--- config.mk ---
export PLATFORM = sky130hd
export DESIGN_NAME = ctrl_top
export DESIGN_NICKNAME = d
export VERILOG_FILES = /design/src/logic/ctrl_pkg.sv /design/src/logic/host_event_rx.sv /design/src/logic/cab_inputs.sv /design/src/logic/ctrl_top.sv /design/src/logic/key_decoder.sv /design/src/logic/spinner_quad.sv
export SDC_FILE = /design/constraint.sdc
export NUM_CORES = 1
export LEC_CHECK = 0
export BUFFER_PORTS_ARGS = -buffer_cell sky130_fd_sc_hd__buf_2
export CELL_PAD_IN_SITES_DETAIL_PLACEMENT = 0
export CELL_PAD_IN_SITES_GLOBAL_PLACEMENT = 1
export CORE_MARGIN = 4
export CORE_UTILIZATION = 47
export CTS_BUF_LIST = sky130_fd_sc_hd__clkbuf_8 sky130_fd_sc_hd__clkbuf_16
export DETAILED_ROUTE_END_ITERATION = 10
export PLACE_DENSITY = 0.87
export SYNTH_ARGS = -nofsm -noshare
export SYNTH_HDL_FRONTEND = slang
export SYNTH_SLANG_ARGS = --single-unit
--- constraint.sdc ---
create_clock -name CLK_48M -period 7.2 [get_ports CLK_48M]
set_clock_uncertainty 0.05 [all_clocks]
set_input_delay 0.72 -clock CLK_48M [delete_from_list [all_inputs] [get_ports CLK_48M]]
set_output_delay 0.72 -clock CLK_48M [all_outputs]
set_load 0.02 [all_outputs]
--- src/logic/ctrl_pkg.sv ---
/*
 * Player control shared definitions
 * Event kinds, payload fields, cabinet key codes,
 * joystick bit positions and spinner step timing
 */

package ctrl_pkg;

	//////////////////////
	// Host events
	//////////////////////
	typedef logic [1:0] evt_kind_t;
	typedef logic [15:0] evt_data_t;

	localparam evt_kind_t EVT_KEY   = 2'd0;
	localparam evt_kind_t EVT_MOUSE = 2'd1;
	localparam evt_kind_t EVT_DIP   = 2'd2; // Kind 3 acked, no strobe

	localparam int KEY_PRESSED_BIT = 8; // Key payload, 1 = make

	//////////////////////
	// Keyboard and buttons
	//////////////////////
	typedef logic [7:0] scan_code_t;
	typedef logic [5:0] btn_t;

	localparam scan_code_t KEY_START1  = 8'h16; // 1
	localparam scan_code_t KEY_START2  = 8'h1E; // 2
	localparam scan_code_t KEY_COIN1   = 8'h2E; // 5
	localparam scan_code_t KEY_COIN2   = 8'h36; // 6
	localparam scan_code_t KEY_SERVICE = 8'h46; // 9
	localparam scan_code_t KEY_FIRE    = 8'h29; // Space

	localparam int BTN_FIRE    = 0;
	localparam int BTN_START1  = 1;
	localparam int BTN_START2  = 2;
	localparam int BTN_COIN1   = 3;
	localparam int BTN_COIN2   = 4;
	localparam int BTN_SERVICE = 5;

	// Host joystick word, active high
	typedef logic [9:0] joy_t;

	localparam int JOY_FIRE   = 4;
	localparam int JOY_START1 = 6;
	localparam int JOY_COIN1  = 7;
	localparam int JOY_START2 = 8;

	//////////////////////
	// Spinner
	//////////////////////
	typedef logic signed [11:0] spin_pos_t;
	typedef logic signed [7:0] mouse_delta_t;
	typedef logic [1:0] quad_t;

	localparam quad_t QUAD_RESET = 2'd3;
	localparam int SPIN_STEP_CYCLES = 12000;                 // 250 us at 48 MHz
	localparam int SPIN_CNT_W = $clog2(SPIN_STEP_CYCLES);

endpackage

--- src/logic/host_event_rx.sv ---
/*
 * Host event receiver
 * Four-phase req/ack handshake, one registered strobe
 * per accepted event plus the latched payload
 */

`timescale 1ns/100ps

// Strobes and payload from the receiver to its consumers
interface host_evt_if;
	import ctrl_pkg::*;

	logic      key_stb;
	logic      mouse_stb;
	logic      dip_stb;
	evt_data_t data;     // Valid with any strobe

	modport src (output key_stb, mouse_stb, dip_stb, data);
	modport dst (input key_stb, mouse_stb, dip_stb, data);
endinterface

module host_event_rx (
	input  logic                CLK_48M,
	input  logic                rst_n,
	input  logic                evt_req,
	input  ctrl_pkg::evt_kind_t evt_kind,
	input  ctrl_pkg::evt_data_t evt_data,
	output logic                evt_ack,
	host_evt_if.src             ev
);
	import ctrl_pkg::*;

	typedef enum logic {
		ST_IDLE,  // Waiting for req
		ST_ACKED  // Ack high, waiting for req to drop
	} hs_state_t;

	hs_state_t state;

	assign evt_ack = (state == ST_ACKED); // Straight from the state flop

	////////////////////
	// Handshake FSM
	////////////////////
	always_ff @(posedge CLK_48M) begin
		if (!rst_n) begin
			state        <= ST_IDLE;
			ev.key_stb   <= 1'b0;
			ev.mouse_stb <= 1'b0;
			ev.dip_stb   <= 1'b0;
		end else begin
			ev.key_stb   <= 1'b0; // Strobes last one cycle
			ev.mouse_stb <= 1'b0;
			ev.dip_stb   <= 1'b0;
			case (state)
				ST_IDLE: if (evt_req) begin
					state        <= ST_ACKED;
					ev.key_stb   <= (evt_kind == EVT_KEY);
					ev.mouse_stb <= (evt_kind == EVT_MOUSE);
					ev.dip_stb   <= (evt_kind == EVT_DIP);
				end
				default: if (!evt_req)
					state <= ST_IDLE; // Ack drops on this edge
			endcase
		end
	end

	// Payload captured with the request
	always_ff @(posedge CLK_48M) begin
		if (state == ST_IDLE && evt_req)
			ev.data <= evt_data;
	end

endmodule

--- src/logic/cab_inputs.sv ---
/*
 * Cabinet input merge
 * ORs key, mouse and joystick buttons into the
 * active-low cabinet lines and holds the DIP byte
 */

`timescale 1ns/100ps

module cab_inputs (
	input  logic           CLK_48M,
	input  logic           rst_n,
	host_evt_if.dst        ev,
	input  ctrl_pkg::btn_t keys,
	input  ctrl_pkg::joy_t joy,
	output logic           btn_shot_n,
	output logic           start1_n,
	output logic           start2_n,
	output logic           coin1_n,
	output logic           coin2_n,
	output logic           service_n,
	output logic [7:0]     dip_sw
);
	import ctrl_pkg::*;

	logic [1:0] mouse_btn; // Mask from last mouse event

	////////////////////
	// Event state
	////////////////////
	always_ff @(posedge CLK_48M) begin
		if (!rst_n) begin
			mouse_btn <= 2'b00;
			dip_sw    <= 8'hFF;                 // Host byte of zero
		end else begin
			if (ev.mouse_stb)
				mouse_btn <= ev.data[1:0];
			if (ev.dip_stb)
				dip_sw <= ~ev.data[7:0];        // Game expects active low
		end
	end

	////////////////////
	// Cabinet lines
	////////////////////
	always_ff @(posedge CLK_48M) begin
		if (!rst_n) begin
			btn_shot_n <= 1'b1;
			start1_n   <= 1'b1;
			start2_n   <= 1'b1;
			coin1_n    <= 1'b1;
			coin2_n    <= 1'b1;
			service_n  <= 1'b1;
		end else begin
			btn_shot_n <= ~(keys[BTN_FIRE] | joy[JOY_FIRE] | (|mouse_btn)); // Either mouse button
			start1_n   <= ~(keys[BTN_START1] | joy[JOY_START1]);
			start2_n   <= ~(keys[BTN_START2] | joy[JOY_START2]);
			coin1_n    <= ~(keys[BTN_COIN1] | joy[JOY_COIN1]);
			coin2_n    <= ~keys[BTN_COIN2];     // Keyboard only
			service_n  <= ~keys[BTN_SERVICE];
		end
	end

endmodule

--- src/logic/ctrl_top.sv ---
/*
 * Player control front end
 * Host event receiver feeding the key decoder,
 * cabinet input merge and spinner emulation
 */

`timescale 1ns/100ps

module ctrl_top (
	input  logic                CLK_48M,
	input  logic                rst_n,
	input  logic                evt_req,
	input  ctrl_pkg::evt_kind_t evt_kind,
	input  ctrl_pkg::evt_data_t evt_data,
	output logic                evt_ack,
	input  ctrl_pkg::joy_t      joy,
	output logic                btn_shot_n,
	output logic                start1_n,
	output logic                start2_n,
	output logic                coin1_n,
	output logic                coin2_n,
	output logic                service_n,
	output logic [7:0]          dip_sw,
	output ctrl_pkg::quad_t     quad
);
	import ctrl_pkg::*;

	host_evt_if ev ();   // Strobes to all consumers
	btn_t       keys;    // Keyboard button state

	host_event_rx u_host_event_rx (
		.CLK_48M  (CLK_48M),
		.rst_n    (rst_n),
		.evt_req  (evt_req),
		.evt_kind (evt_kind),
		.evt_data (evt_data),
		.evt_ack  (evt_ack),
		.ev       (ev.src)
	);

	key_decoder u_key_decoder (
		.CLK_48M (CLK_48M),
		.rst_n   (rst_n),
		.ev      (ev.dst),
		.keys    (keys)
	);

	cab_inputs u_cab_inputs (
		.CLK_48M    (CLK_48M),
		.rst_n      (rst_n),
		.ev         (ev.dst),
		.keys       (keys),
		.joy        (joy),
		.btn_shot_n (btn_shot_n),
		.start1_n   (start1_n),
		.start2_n   (start2_n),
		.coin1_n    (coin1_n),
		.coin2_n    (coin2_n),
		.service_n  (service_n),
		.dip_sw     (dip_sw)
	);

	spinner_quad u_spinner_quad (
		.CLK_48M (CLK_48M),
		.rst_n   (rst_n),
		.ev      (ev.dst),
		.quad    (quad)
	);

endmodule

--- src/logic/key_decoder.sv ---
/*
 * Cabinet key decoder
 * Tracks make/break of the mapped scan codes
 */

`timescale 1ns/100ps

module key_decoder (
	input  logic           CLK_48M,
	input  logic           rst_n,
	host_evt_if.dst        ev,
	output ctrl_pkg::btn_t keys
);
	import ctrl_pkg::*;

	scan_code_t code;
	logic       pressed;

	assign code    = ev.data[7:0];
	assign pressed = ev.data[KEY_PRESSED_BIT];

	////////////////////
	// Pressed state
	////////////////////
	always_ff @(posedge CLK_48M) begin
		if (!rst_n) begin
			keys <= '0; // All released
		end else if (ev.key_stb) begin
			case (code)
				KEY_FIRE:    keys[BTN_FIRE]    <= pressed;
				KEY_START1:  keys[BTN_START1]  <= pressed;
				KEY_START2:  keys[BTN_START2]  <= pressed;
				KEY_COIN1:   keys[BTN_COIN1]   <= pressed;
				KEY_COIN2:   keys[BTN_COIN2]   <= pressed;
				KEY_SERVICE: keys[BTN_SERVICE] <= pressed;
				default: ; // Unmapped code ignored
			endcase
		end
	end

endmodule

--- src/logic/spinner_quad.sv ---
/*
 * Mouse spinner emulation
 * Sums mouse deltas into a position and drains it
 * to zero as AB quadrature steps on a fixed timer
 */

`timescale 1ns/100ps

module spinner_quad (
	input  logic            CLK_48M,
	input  logic            rst_n,
	host_evt_if.dst         ev,
	output ctrl_pkg::quad_t quad
);
	import ctrl_pkg::*;

	spin_pos_t              pos;       // Pending steps, signed
	logic [SPIN_CNT_W-1:0]  tick_cnt;
	logic                   tick;
	logic                   step;
	mouse_delta_t           delta;
	spin_pos_t              add_val;
	spin_pos_t              step_val;

	// One AB transition, forward is 00 10 11 01
	function automatic quad_t quad_next(input quad_t q, input logic rev);
		quad_t n;
		if (!rev) begin
			case (q)
				2'b00:   n = 2'b10;
				2'b10:   n = 2'b11;
				2'b11:   n = 2'b01;
				default: n = 2'b00;
			endcase
		end else begin
			case (q)
				2'b00:   n = 2'b01;
				2'b01:   n = 2'b11;
				2'b11:   n = 2'b10;
				default: n = 2'b00;
			endcase
		end
		return n;
	endfunction

	////////////////////
	// Step timer
	////////////////////
	always_ff @(posedge CLK_48M) begin
		if (!rst_n)
			tick_cnt <= '0;
		else if (tick)
			tick_cnt <= '0;
		else
			tick_cnt <= tick_cnt + 1'b1; // Free running
	end

	assign tick = (tick_cnt == SPIN_CNT_W'(SPIN_STEP_CYCLES - 1));
	assign step = tick && (pos != '0);

	////////////////////
	// Position
	////////////////////
	assign delta = ev.data[15:8];

	always_comb begin
		add_val  = '0;
		step_val = '0;
		if (ev.mouse_stb && (pos[11] == pos[10]))
			add_val = {{4{delta[7]}}, delta}; // Dropped near the ends, no wrap
		if (step)
			step_val = pos[11] ? spin_pos_t'(1) : spin_pos_t'(-1); // Toward zero
	end

	always_ff @(posedge CLK_48M) begin
		if (!rst_n) begin
			pos  <= '0;
			quad <= QUAD_RESET;
		end else begin
			pos <= pos + add_val + step_val;
			if (step)
				quad <= quad_next(quad, pos[11]); // Negative runs backwards
		end
	end

endmodule

==> run metrics <==
most common cell after layout, fill and taps aside dfxtp_1; Post-Place Worst Slack 2.59 ns; Comb pwr share 0.049; initial antenna violation count 0; Synth async-reset ratio 0; sw power 194 µW; Iteration-0 DRC Markers 58; YS warnings 0; PnR worst setup slack 2.61 ns; top_reg_cell synth dfxtp_1; worst path arrival time 4.79 ns; internal power 631 µW; clk sinks 70; setup violators final 0; Hold-fix buffers, CTS 0; Clock Power Share 0.441; I/O pin total 48; hold crit path type reg2reg; Die X 91.7 µm; leakage 1.66 nW; worst setup path category reg2reg; Setup crit end kind flip-flop; vias in the first global route 2335; Total GRT Usage 0.160; initial core utilization 0.485; Clock transition at path regs 0.08 ns; Root Driver clkbuf_8; row count 30; Routed WL per cell 13.0 µm; worst-path fanout max 10; Max Cap Violations 0; sequential power share 0.510; crit start category flip-flop; Final ANT Viol Nets 0; post-synth net total 387; Critical Path RT 7.40 ns; Die Y 91.7 µm; H-tree levels 3; CTS tree yes; Max Transition Viols Final 0; CTS Buffer Depth 2; Area after DPL 3600 µm²; register area share after synthesis 0.474; core box area 6790 µm²; Max IR drop VDD 0.128 mV; tightest hold margin 0.342 ns; first-pass GRT wire length 10700 µm; Overflow after GRT 0; Setup Buffers After CTS 0; Max-slew headroom 0.550; port bufs 41; pwr/cell area 215 nW/µm²; Vias/cell 4.85; Final Cycle Share 0.637; die area 8420 µm²; Pre-Repair DR Iteration Count 4; Mapped Cells 331; area of the multi-input gates 1550 µm²; total number of vias 2317; Inserted Diodes 0; Fill cells 603; drt drc 0; final wirelength 6200 µm; synthesized area per cell 9.96 µm²; Num CTS Buffers 9; share of post-route cells with drive strength above 1 0.165; count of state elements after synthesis 70; Nets 433; RD Place Congestion 0.810; Area Overhead vs Synth 16.1%; post-synth cell types 43; Tmin final 4.59 ns; Tot Pwr 824 µW; Sequential Area 1560 µm²; DP Wirelength 4490 µm; Setup TNS Final 0 ns; post-cts resize count 0; f_max 218 MHz; most frequent cells in the layout dfxtp_1, buf_2, inv_1; final hold vios 0; outcome completed; largest net degree at the start of global routing 44; Mapped Area 3300 µm²; Worst-Skew Late Latency 0.35 ns; Final Instance Area 3820 µm²; Sw Ratio 0.235; worst-margin pin slew 0.675 ns; Post-synth EDFFs 16; RSZ-0062 raised after global routing false
[worst max-delay path: stages, from the launching register on]
cell	delay (ns)
dfxtp_1	0.43
inv_1	0.11
ha_1	0.21
nor4b_1	0.15
and3_2	0.21
or4_1	0.52
nor2_1	0.20
inv_1	0.33
fa_1	0.56
inv_1	0.07
ha_1	0.20
inv_1	0.07
fa_1	0.40
nand2b_1	0.20
a21oi_1	0.28
o211ai_1	0.14
and3_1	0.20
o21a_1	0.16
[final timing paths]
path,start,cells after the start,slack [ns],end
worst min register to register,u_key_decoder.keys[4]$_SDFFE_PN0P_,1,0.34,u_cab_inputs.coin2_n$_SDFF_PN1_
worst max-delay path,u_spinner_quad.pos[11]$_SDFF_PN0_,17,2.61,u_spinner_quad.pos[9]$_SDFF_PN0_
worst min-delay path,u_key_decoder.keys[4]$_SDFFE_PN0P_,1,0.34,u_cab_inputs.coin2_n$_SDFF_PN1_
worst max register to register,u_spinner_quad.pos[11]$_SDFF_PN0_,17,2.61,u_spinner_quad.pos[9]$_SDFF_PN0_
[synth_stat cells (all sizes together) (3+ instances only)]
library cell	instances	area share
clkbuf	5	0.0057
and2	10	0.019
nor2	19	0.022
and3	7	0.014
nor2b	12	0.023
nand3	10	0.015
nor3	3	0.0046
nand2b	5	0.0095
edfxtp	16	0.15
ha	13	0.049
fa	12	0.073
inv	38	0.043
nand2	37	0.042
dfxtp	54	0.33
mux2i	10	0.030
xnor2	13	0.035
o31ai	3	0.0068
xor2	6	0.016
a21oi	9	0.014
o21ai	15	0.023
nor4b	3	0.0080
buf	3	0.0065
[final cells by class]
type,instances,area share
tap,96,0.0314
clock buffer,9,0.0324
sequential,70,0.408
multi-input combinational,215,0.406
timing repair buffer,43,0.0576
inverter,38,0.0373
clock inverter,7,0.0275
[cells by family (layout without fill, tap and decap cells)]
logic type | count (synthesis) | in the layout | synth area share
adders and majority gates | 25 | 25 | 0.122
xor gates and xnor gates | 19 | 19 | 0.0505
buffers and inverters | 46 | 97 | 0.0554
and+or+nand+nor | 120 | 120 | 0.191
muxes | 10 | 10 | 0.0304
AOI/OAI and AO/OA | 41 | 41 | 0.0763
DFF | 70 | 70 | 0.474
[sequential cells by signal, summed over array words and instances (netlist names)]
register,count
u_cab_inputs.btn_shot_n,1
u_cab_inputs.coin1_n,1
u_cab_inputs.coin2_n,1
u_cab_inputs.dip_sw,8
u_cab_inputs.mouse_btn,2
u_cab_inputs.service_n,1
u_cab_inputs.start1_n,1
u_cab_inputs.start2_n,1
u_host_event_rx.ev.data,16
u_host_event_rx.ev.dip_stb,1
u_host_event_rx.ev.key_stb,1
u_host_event_rx.ev.mouse_stb,1
u_host_event_rx.evt_ack,1
u_key_decoder.keys,6
u_spinner_quad.pos,12
u_spinner_quad.quad,2
u_spinner_quad.tick_cnt,14
[power by group through the flow]
stage | logic [mW] | clock network, mW | registers, mW
final | 0.0403 | 0.364 | 0.420
after global routing | 0.0463 | 0.391 | 0.422
after CTS | 0.0411 | 0.372 | 0.420
after detailed placement | 0.0409 | 0 | 0.429
after global placement | 0.0394 | 0 | 0.429
after floorplan | 0.0225 | 0 | 0.430
[per-layer routing]
layer | GRT usage | share of wire | vias to the layer above
met4 | 0.0792 | 0.021 | 0
met2 | 0.279 | 0.51 | 34
met5 | 0 | 0 | -
met1 | 0.186 | 0.44 | 1077
li1 | - | - | 1193
met3 | 0.0328 | 0.033 | 13
[stage by stage]
step | util | cells
after floorplan | - | 331
after global placement | 0.529 | 462
after detailed placement | 0.529 | 462
after CTS | 0.563 | 478
after global routing | 0.563 | 478
final | 0.563 | 478
No activity file was read; power rests on OpenSTA's default activity.
